==> config.mk <==
export PLATFORM = sky130hd
export DESIGN_NAME = conv_1x1_top
export DESIGN_NICKNAME = d
export VERILOG_FILES = /design/src/rtl/conv_1x1_pkg.sv /design/src/rtl/cnn_fifo_delay.sv /design/src/rtl/conv_1x1_buffer_weights.sv /design/src/rtl/pixel_packer.sv /design/src/rtl/conv_1x1_mac.sv /design/src/rtl/conv_1x1_top.sv
export SDC_FILE = /design/constraint.sdc
export NUM_CORES = 2
export LEC_CHECK = 0
export ABC_AREA = 1
export BUFFER_PORTS_ARGS = -buffer_cell sky130_fd_sc_hd__buf_2
export CAP_MARGIN = 20
export CORE_UTILIZATION = 50
export DETAILED_ROUTE_END_ITERATION = 6
export HOLD_SLACK_MARGIN = 0.05
export PLACE_DENSITY = 0.68
export SETUP_SLACK_MARGIN = 0.1
export SYNTH_ARGS = -nofsm -noshare
export SYNTH_HDL_FRONTEND = slang
export SYNTH_SLANG_ARGS = --single-unit
==> constraint.sdc <==
create_clock -name clk -period 20.4 [get_ports clk]
set_input_delay 1.02 -clock clk [delete_from_list [all_inputs] [get_ports clk]]
set_output_delay 1.02 -clock clk [all_outputs]
set_load 0.03 [all_outputs]
==> src/rtl/conv_1x1_pkg.sv <==
package conv_1x1_pkg;

	////////////////////////////////////////////////////////////////////////////
	// Layer geometry
	////////////////////////////////////////////////////////////////////////////

	// Fixed-point sample width, signed
	localparam int DATA_WIDTH = 16;

	// Channel counts of the 1x1 layer
	localparam int IN_CH  = 2;
	// Must match IN_CH so the pixel FIFO drains as fast as it fills
	localparam int OUT_CH = 2;

	// One weight per output and input channel pair
	localparam int WEIGHT_NUM = IN_CH * OUT_CH;

	// Full product width plus headroom for the channel sum
	localparam int ACC_WIDTH = 2 * DATA_WIDTH + $clog2(IN_CH) + 1;

	// Pixel FIFO entries
	localparam int PIXEL_DEPTH = 4;

	////////////////////////////////////////////////////////////////////////////
	// Payload types
	////////////////////////////////////////////////////////////////////////////

	typedef logic signed [DATA_WIDTH-1:0] sample_t;
	// Element i holds input channel i
	typedef sample_t [IN_CH-1:0] pixel_t;
	typedef logic signed [ACC_WIDTH-1:0] acc_t;
	typedef logic [$clog2(OUT_CH)-1:0] och_t;

endpackage

==> src/rtl/cnn_fifo_delay.sv <==
module cnn_fifo_delay #(
	parameter type payload_t = logic [15:0],
	parameter int  DEPTH     = 4
) (
	input  logic     clk,
	input  logic     reset,
	input  logic     write,
	input  logic     read,
	input  payload_t data_in,
	output payload_t data_out,
	output logic     full,
	output logic     empty
);

	// Storage, no reset needed
	payload_t mem [DEPTH];

	logic [$clog2(DEPTH)-1:0]   wr_ptr;
	logic [$clog2(DEPTH)-1:0]   rd_ptr;
	logic [$clog2(DEPTH+1)-1:0] count;

	logic do_read;
	logic do_write;

	// Read only with data present
	assign do_read  = read && (count != '0);
	// Write on full only when a read frees a slot in the same cycle
	assign do_write = write && ((count != DEPTH) || do_read);

	assign full  = (count == DEPTH);
	assign empty = (count == '0);

	// Pointers and occupancy
	always_ff @(posedge clk) begin
		if (reset) begin
			wr_ptr <= '0;
			rd_ptr <= '0;
			count  <= '0;
		end else begin
			if (do_write) begin
				// Wrap at DEPTH, need not be a power of two
				wr_ptr <= (wr_ptr == DEPTH - 1) ? '0 : wr_ptr + 1'b1;
			end
			if (do_read) begin
				rd_ptr <= (rd_ptr == DEPTH - 1) ? '0 : rd_ptr + 1'b1;
			end
			case ({do_write, do_read})
				2'b10:   count <= count + 1'b1;
				2'b01:   count <= count - 1'b1;
				default: count <= count;
			endcase
		end
	end

	// Data array and registered read port
	always_ff @(posedge clk) begin
		if (do_write) begin
			mem[wr_ptr] <= data_in;
		end
		// Output holds its last value between reads
		if (do_read) begin
			data_out <= mem[rd_ptr];
		end
	end

endmodule

==> src/rtl/conv_1x1_buffer_weights.sv <==
module conv_1x1_buffer_weights import conv_1x1_pkg::*; (
	input  logic    clk,
	input  logic    reset,
	input  logic    valid_in,
	input  sample_t in,
	input  logic    load_weights,
	output sample_t out_buffer_weight,
	output logic    valid_out
);

	// Input stage, one cycle ahead of the FIFO write
	logic    in_valid_q;
	sample_t in_q;

	always_ff @(posedge clk) begin
		if (reset) begin
			in_valid_q <= 1'b0;
		end else begin
			in_valid_q <= valid_in;
		end
	end

	// Weight value only matters with its strobe
	always_ff @(posedge clk) begin
		in_q <= in;
	end

	// Parks one full weight set until the load
	cnn_fifo_delay #(
		.payload_t(sample_t),
		.DEPTH    (WEIGHT_NUM)
	) weight_fifo_i (
		.clk     (clk),
		.reset   (reset),
		.write   (in_valid_q),
		.read    (load_weights),
		.data_in (in_q),
		.data_out(out_buffer_weight),
		.full    (),
		.empty   ()
	);

	// Sticky loaded flag, cleared only by reset
	always_ff @(posedge clk) begin
		if (reset) begin
			valid_out <= 1'b0;
		end else if (load_weights) begin
			valid_out <= 1'b1;
		end
	end

endmodule

==> src/rtl/pixel_packer.sv <==
module pixel_packer import conv_1x1_pkg::*; (
	input  logic    clk,
	input  logic    reset,
	input  logic    sample_valid,
	input  sample_t sample_in,
	output logic    pixel_valid,
	output pixel_t  pixel
);

	// Slot for the next incoming sample
	logic [$clog2(IN_CH)-1:0] ch;

	logic last_slot;

	// Final channel of the current pixel
	assign last_slot = (ch == IN_CH - 1);

	////////////////////////////////////////////////////////////////////////////
	// Channel counter and done pulse
	////////////////////////////////////////////////////////////////////////////

	always_ff @(posedge clk) begin
		if (reset) begin
			ch          <= '0;
			pixel_valid <= 1'b0;
		end else begin
			// Single-cycle pulse after the last slot fills
			pixel_valid <= sample_valid && last_slot;
			if (sample_valid) begin
				ch <= last_slot ? '0 : ch + 1'b1;
			end
		end
	end

	////////////////////////////////////////////////////////////////////////////
	// Slot registers
	////////////////////////////////////////////////////////////////////////////

	// Channel 0 arrives first in every pixel
	// Pixel stays intact during the pulse cycle since only slot 0 can change
	always_ff @(posedge clk) begin
		if (sample_valid) begin
			pixel[ch] <= sample_in;
		end
	end

endmodule

==> src/rtl/conv_1x1_mac.sv <==
module conv_1x1_mac import conv_1x1_pkg::*; (
	input  logic    clk,
	input  logic    reset,
	input  logic    load_weights,
	input  sample_t weight,
	input  logic    pixel_empty,
	input  pixel_t  pixel,
	output logic    pixel_pop,
	output logic    result_valid,
	output acc_t    result_data,
	output och_t    result_channel
);

	////////////////////////////////////////////////////////////////////////////
	// Weight registers
	////////////////////////////////////////////////////////////////////////////

	// Buffer FIFO output lags its read by one cycle
	logic    load_q;
	sample_t weight_q [WEIGHT_NUM];

	always_ff @(posedge clk) begin
		if (reset) begin
			load_q <= 1'b0;
		end else begin
			load_q <= load_weights;
		end
	end

	// Shift in at the top so the first weight ends at index 0
	// Index is output channel times IN_CH plus input channel
	always_ff @(posedge clk) begin
		if (reset) begin
			for (int k = 0; k < WEIGHT_NUM; k++) begin
				weight_q[k] <= '0;
			end
		end else if (load_q) begin
			for (int k = 0; k < WEIGHT_NUM - 1; k++) begin
				weight_q[k] <= weight_q[k+1];
			end
			weight_q[WEIGHT_NUM-1] <= weight;
		end
	end

	////////////////////////////////////////////////////////////////////////////
	// Sequencer
	////////////////////////////////////////////////////////////////////////////

	// busy means a pixel is in compute this cycle on channel och
	logic busy;
	och_t och;
	logic last_ch;
	acc_t dot;

	assign last_ch = busy && (och == OUT_CH - 1);

	// Fetch the next pixel while the last channel of this one computes
	// FIFO read port keeps the current pixel until that pop
	assign pixel_pop = !pixel_empty && (!busy || last_ch);

	always_ff @(posedge clk) begin
		if (reset) begin
			busy <= 1'b0;
			och  <= '0;
		end else if (pixel_pop) begin
			// Popped pixel shows up next cycle at channel 0
			busy <= 1'b1;
			och  <= '0;
		end else if (last_ch) begin
			busy <= 1'b0;
			och  <= '0;
		end else if (busy) begin
			och <= och + 1'b1;
		end
	end

	////////////////////////////////////////////////////////////////////////////
	// Dot product and result register
	////////////////////////////////////////////////////////////////////////////

	// Operands sign-extended to the full result width before multiply
	always_comb begin
		acc_t sum;
		sum = '0;
		for (int i = 0; i < IN_CH; i++) begin
			sum = sum + acc_t'(weight_q[och * IN_CH + i]) * acc_t'(pixel[i]);
		end
		dot = sum;
	end

	always_ff @(posedge clk) begin
		if (reset) begin
			result_valid <= 1'b0;
		end else begin
			result_valid <= busy;
		end
	end

	// Payload registers qualified by result_valid
	always_ff @(posedge clk) begin
		result_data    <= dot;
		result_channel <= och;
	end

endmodule

==> src/rtl/conv_1x1_top.sv <==
module conv_1x1_top import conv_1x1_pkg::*; (
	input  logic    clk,
	input  logic    reset,
	input  logic    weight_valid,
	input  sample_t weight_in,
	input  logic    load_weights,
	input  logic    sample_valid,
	input  sample_t sample_in,
	output logic    weights_loaded,
	output logic    result_valid,
	output acc_t    result_data,
	output och_t    result_channel
);

	// Weight path
	sample_t buf_weight;

	// Pixel path
	logic   pack_valid;
	pixel_t pack_pixel;
	logic   fifo_pop;
	logic   fifo_empty;
	pixel_t fifo_pixel;

	////////////////////////////////////////////////////////////////////////////
	// Weight buffer
	////////////////////////////////////////////////////////////////////////////

	conv_1x1_buffer_weights buffer_weights_i (
		.clk              (clk),
		.reset            (reset),
		.valid_in         (weight_valid),
		.in               (weight_in),
		.load_weights     (load_weights),
		.out_buffer_weight(buf_weight),
		.valid_out        (weights_loaded)
	);

	////////////////////////////////////////////////////////////////////////////
	// Pixel producer and FIFO
	////////////////////////////////////////////////////////////////////////////

	pixel_packer pixel_packer_i (
		.clk         (clk),
		.reset       (reset),
		.sample_valid(sample_valid),
		.sample_in   (sample_in),
		.pixel_valid (pack_valid),
		.pixel       (pack_pixel)
	);

	// No back-pressure to the packer, a full FIFO drops the write
	cnn_fifo_delay #(
		.payload_t(pixel_t),
		.DEPTH    (PIXEL_DEPTH)
	) pixel_fifo_i (
		.clk     (clk),
		.reset   (reset),
		.write   (pack_valid),
		.read    (fifo_pop),
		.data_in (pack_pixel),
		.data_out(fifo_pixel),
		.full    (),
		.empty   (fifo_empty)
	);

	////////////////////////////////////////////////////////////////////////////
	// Consumer
	////////////////////////////////////////////////////////////////////////////

	conv_1x1_mac mac_i (
		.clk           (clk),
		.reset         (reset),
		.load_weights  (load_weights),
		.weight        (buf_weight),
		.pixel_empty   (fifo_empty),
		.pixel         (fifo_pixel),
		.pixel_pop     (fifo_pop),
		.result_valid  (result_valid),
		.result_data   (result_data),
		.result_channel(result_channel)
	);

endmodule

Word level (Yosys, flattened, before mapping) --
Memory sizes are Yosys's and may differ from the RTL's. A register that Yosys moved wholly into a read port is not among the register bits. Index checks and enable logic that the tools add are counted.
Word-level totals: bits of input ports 37, flip-flop bits (word level) 105, memories kept 3, RAM bits 256, logic and storage cells 99, output and inout bits 37
Operators by class: mux-type cells 27, $lt $le $gt $ge 2, bitwise gates (word level) 4, multiply operators 2, reduce and logical (&&, ||, !) cells 20, add/subtract/negate cells 12, equality and inequality tests 10
Memory list:
- pixel_fifo_i.mem | depth 4, bits a word 32, read ports 1, clocked after Yosys merged registers in 1, wr ports 1, line cnn_fifo_delay.sv:16 | payload_t mem [DEPTH];
- buffer_weights_i.weight_fifo_i.mem | depth 4, bits a word 16, read ports 1, clocked after Yosys merged registers in 1, wr ports 1, line cnn_fifo_delay.sv:16
- mac_i.weight_q | depth 4, bits a word 16, read ports 5, clocked after Yosys merged registers in 1, wr ports 4, line conv_1x1_mac.sv:20 | sample_t weight_q [WEIGHT_NUM];
Operators with widths (number):
- 2-to-1 mux 16 bit | 5
- multiplier 16 x 16 -> 32 bit | 2
- adder 34 bit | 1
- bitwise mux 32 bit | 1
- demux 16 bit (select 1 bit) | 1
- equality test 2 bit (second input constant) | 6
- 2-to-1 mux 1 bit | 12
- 2-to-1 mux 2 bit | 6
- case mux 3 bit (2 select lines) | 2
- adder 2 x 1 -> 2 bit (second input constant) | 5
- logical AND 1 bit | 8
- adder 3 x 1 -> 3 bit (second input constant) | 2
- inequality test 3 bit (second input constant) | 2
- nonzero test 2 bit | 3
- nonzero test 3 bit | 2
- subtractor 3 x 1 -> 3 bit (second input constant) | 2
- equality test 2 x 1 -> 1 bit (second input constant) | 2
- OR 1 bit | 4
- zero test 3 bit | 1
- logical OR 1 bit | 3
- OR reduction 3 bit | 1
- adder 1 bit (second input constant) | 2
- zero test 1 bit | 2
- less-than comparator 1 x 2 -> 1 bit (second input constant) | 1
- greater-or-equal comparator 1 bit (second input constant) | 1

Longest topological paths before layout --
depth after elaboration 8, mapped depth 39, mapped depth without buffers 38

Cells and area by module --
Synthesis repeated with hierarchy kept, for this count alone.
Second synthesis, totals: cells, all modules 3427, area, all modules 34823.4 µm²
By module, submodules not included:
- conv_1x1_mac | times used 1, area each 23897.9 µm², cells an instance 2719, seq. area each 2702.6 µm²
- cnn_fifo_delay at pixel_fifo_i | times used 1, area each 6175.9 µm², cells an instance 407, seq. area each 4944.7 µm²
- cnn_fifo_delay at buffer_weights_i.weight_fifo_i | times used 1, area each 3334.4 µm², cells an instance 236, seq. area each 2542.4 µm²
- pixel_packer | times used 1, area each 1039.7 µm², cells an instance 43, seq. area each 1001.0 µm²
- conv_1x1_buffer_weights | times used 1, area each 375.4 µm², cells an instance 22, seq. area each 360.3 µm²

Least setup slack after synthesis --
OpenSTA, ideal clock, no wires.
path type register -> register, start register (tool-made name), end register mac_i.result_data[33], path buffers 1, setup time 114 ps, path slack 13872 ps, clock period less this slack 6528 ps, data arrival time 6414 ps, cell stages (with the launch flop) 30, data required time 20286 ps, cells stage by stage dfxtp_1 -> buf_4 -> o21ai_2 -> nor2_1 -> fa_1 -> inv_1 -> fa_1 -> inv_1 -> fa_1 -> fa_1 -> fa_1 -> inv_1 -> fa_1 -> inv_1 -> ha_1 -> a21oi_1 -> o21a_1 -> nand2_1 -> nand2_1 -> nand2_1 -> o21ai_0 -> nand2_1 -> ha_1 -> inv_1 -> nor2_1 -> nand2_1 -> nor2_1 -> nand3_1 -> nand4_1 -> nand2_1
RTL lines:
- to (signal assigned) | line conv_1x1_mac.sv:101 | result_data <= dot;
- to (decl) | line conv_1x1_mac.sv:10 | output acc_t result_data,

Final worst setup path --
start register mac_i.och, end register mac_i.result_data[33]
On the way: word-level cells in the longest chain between the ends 4
Ends and longest elaborated chain:
- from (decl) | line conv_1x1_mac.sv:51 | och_t och;
- from (signal assigned) | line conv_1x1_mac.sv:73 | och <= och + 1'b1;
- adder 2 x 1 -> 2 bit | line conv_1x1_mac.sv:86 | sum = sum + acc_t'(weight_q[och * IN_CH + i]) * acc_t'(pixel[i]);
- memory (4 x 16 bit)
- multiplier 16 x 16 -> 32 bit | line conv_1x1_mac.sv:86
- adder 34 bit | line conv_1x1_mac.sv:86
- net mac_i.dot[33] | line conv_1x1_mac.sv:53 | acc_t dot;
The timed path passes the listed nets, and every way through them passes these cells. A chain may end at the register's enable or synchronous reset.

==> summary.md <==
| Metric | Value |
|---|---|
| Cts bufs inserted | `43` |
| Met3 routed wirelength | `6240 um` |
| Post-route ant nets | `0` |
| Area Growth Syn to Fin | `7.62%` |
| Std-Cell Rows | `99` |
| Setup violators final | `0` |
| CTS root buffer | `clkbuf_16` |
| Final hold viol count | `0` |
| Critical-path top delay cell | `dfxtp_1` |
| Most common cell after layout, fill and taps aside | `inv_1` |
| PostCTS Resize Cnt | `0` |
| DP Cell Count | `5085` |
| Mapped Cells | `4115` |
| CTS tree | `built` |
| Worst Tran Pin Value | `1.04 ns` |
| Non-Filler Instances | `5165` |
| Setup Crit Path Kind | `register to register` |
| CORE AREA | `73300 um^2` |
| DRT met1 WL | `38700 um` |
| Max-slew headroom | `30.8%` |
| CTS Hold Bufs | `0` |
| Max Cap Viol | `0` |
| Post-CTS Setup Bufs | `0` |
| Slowest stage delay, CP | `0.89 ns` |
| Post-synthesis sequential area ratio | `31.1%` |
| Highest Signal Layer | `met4` |
| WP data arrival | `8.91 ns` |
| Status | `complete, but fails checks` |
| Cell mode on critical path | `nand2_1` |
| Final wirelength | `90200 um` |
| #FFs+latches synth | `410` |
| I/O pin count | `74` |
| RSZ-0062 raised after global routing | `no` |
| Area contributors post-synth | `fa_1 28%, edfxtp_1 27%, inv_1 9.3%` |
| Largest net degree at the start of global routing | `68` |
| CTS H-tree depth | `2` |
| First drt pass iteration count | `7` |
| Yosys top cell by area | `fa_1` |
| Synthesized Nets | `4888` |
| Die Footprint | `75500 um^2` |
| Total grt overflow | `0` |
| Final worst-path cycle share | `41.3%` |
| Via Count | `26738` |
| Avg Cell Area, Syn | `9.04 um^2` |
| Remaining DRCs | `6` |
| Library cells used by synthesis | `40` |
| Clock Latency Late Sink | `0.60 ns` |
| Crit. End Element | `register` |
| Hold Slack | `0.478 ns` |
| Clk_skew | `0.0340 ns` |
| Initial core utilization | `50.7%` |
| Failing checks | `design-rule violations` |
| Final Wtd Congestion | `0.975` |
| Fmax | `119 MHz` |
| Number of flops mapped to enable cells by yosys | `336` |
| Yosys warns | `0` |
| Synth Cell Area | `37200 um^2` |
| Crit path max fanout | `25` |
| Clock Sinks | `410` |
| Met2 WL post-DR | `43000 um` |
| Worst EP required | `20.90 ns` |
| DP HPWL | `72500 um` |
| Diode count | `0` |
| Post-synth top flop | `edfxtp_1` |
| Global-route wire length before repair | `146000 um` |
| CP startpoint kind | `register` |
| Commonest cells after routing, fill and taps aside | `925 x inv_1, 789 x nand2_1, 555 x nor2_1` |
| Reg clk slew, reported paths | `0.06 ns` |
| Gr usage total | `24.9%` |
| Vias in the first global route | `27362` |
| Final min period | `8.42 ns` |
| IO Port Bufs | `73` |
| Net count, final | `4944` |
| Clk buf depth | `3` |
| Overall die width | `275 um` |
| DRT iter0 DRCs | `2029` |
| Worst Hold Class | `register to register` |
| Initial antenna violation count | `0` |
| Async S/R FF share, synth | `0%` |
| Post-DR vias/cell | `5.18` |
| Area share of the leading cell type in the synthesized netlist | `28.4%` |
| Ratio of cells with drive above 1 in the final layout | `5.83%` |
| Wire length per cell | `17.5 um` |
| Height of the die | `275 um` |
| Max Slew Vio Count | `0` |
| TNS Setup | `0 ns` |
==> sequential cells by signal, summed over array words and instances, names as in the netlist, 3 cells and up, named ones only <==
signal / cells
buffer_weights_i.in_q: 16
buffer_weights_i.weight_fifo_i.count: 3
buffer_weights_i.weight_fifo_i.data_out: 16
buffer_weights_i.weight_fifo_i.mem: 64
mac_i.result_data: 34
mac_i.weight_q: 64
pixel_fifo_i.count: 3
pixel_fifo_i.data_out: 32
pixel_fifo_i.mem: 128
pixel_packer_i.pixel: 32
==> path summary, 6_finish.rpt <==
kind	cells past startpoint	startpoint	endpoint	slack [ns]
worst max-delay path	34	mac_i.och	mac_i.result_data[33]	11.98
worst min-delay path	0	buffer_weights_i.in_q[3]	buffer_weights_i.weight_fifo_i.mem[0][3]	0.48
worst max register to register	34	mac_i.och	mac_i.result_data[33]	11.98
worst min register to register	0	buffer_weights_i.in_q[3]	buffer_weights_i.weight_fifo_i.mem[0][3]	0.48
==> routing by layer <==
| metal | vias up | GRT usage (%) |
|---|---|---|
| met5 | - | 0 |
| met3 | 159 | 4.29 |
| met4 | 0 | 6.92 |
| met1 | 13056 | 33.3 |
| li1 | 12659 | - |
| met2 | 864 | 41.8 |
==> cells in the mapped netlist (12+ instances only) <==
cell,n
xnor2_1,14
nand4_1,29
xor2_1,42
nand2_1,790
a21oi_1,100
o22ai_1,48
o21ai_0,150
clkbuf_1,63
nand3_1,84
nand2_2,21
nor2_1,564
edfxtp_1,336
inv_1,925
dfxtp_1,74
ha_1,209
o21bai_1,16
nor3_1,21
fa_1,527
buf_2,12
inv_2,12
==> critical path: cells and delay by family, from the launching register on <==
kind	cells	cell delay, ns
DFF	1	0.89
buffers and inverters	9	1.21
and+or+nand+nor	17	2.20
adders and majority gates	8	4.01
==> final cells by class <==
type,instances,area (um^2)
flip-flops and latches,410,11600
inverters,947,3550
repair buffers,94,523
multi-input cells,2675,21800
clock buffers,51,1160
well taps,959,1200
clock inverters,29,258
fillers,6630,33300
==> cells by family after synthesis <==
kind of cell / count (synthesis) / share of synthesized area, %
AND/OR/NAND/NOR: 1535 / 16.5
buffers and inverters: 1030 / 10.5
adder cells (fa/ha/maj): 736 / 35.4
flip-flops: 410 / 31.1
AO/OA/AOI/OAI: 348 / 5.20
XOR/XNOR: 56 / 1.32
==> through the flow <==
| step | worst slack (ns) | area, um^2 | utilization (%) |
|---|---|---|---|
| 2_1_floorplan | 13.87 | 37200 | - |
| 3_3_place_gp | 12.20 | 38600 | 52.6 |
| 3_5_place_dp | 12.12 | 38600 | 52.6 |
| 4_1_cts | 12.07 | 40000 | 54.6 |
| 5_1_grt | 11.31 | 40000 | 54.6 |
| 6_report | 11.98 | 40000 | 54.6 |
Power is not shown: default switching activity piles up to over one toggle a cycle in this logic, so the estimate is an artifact.
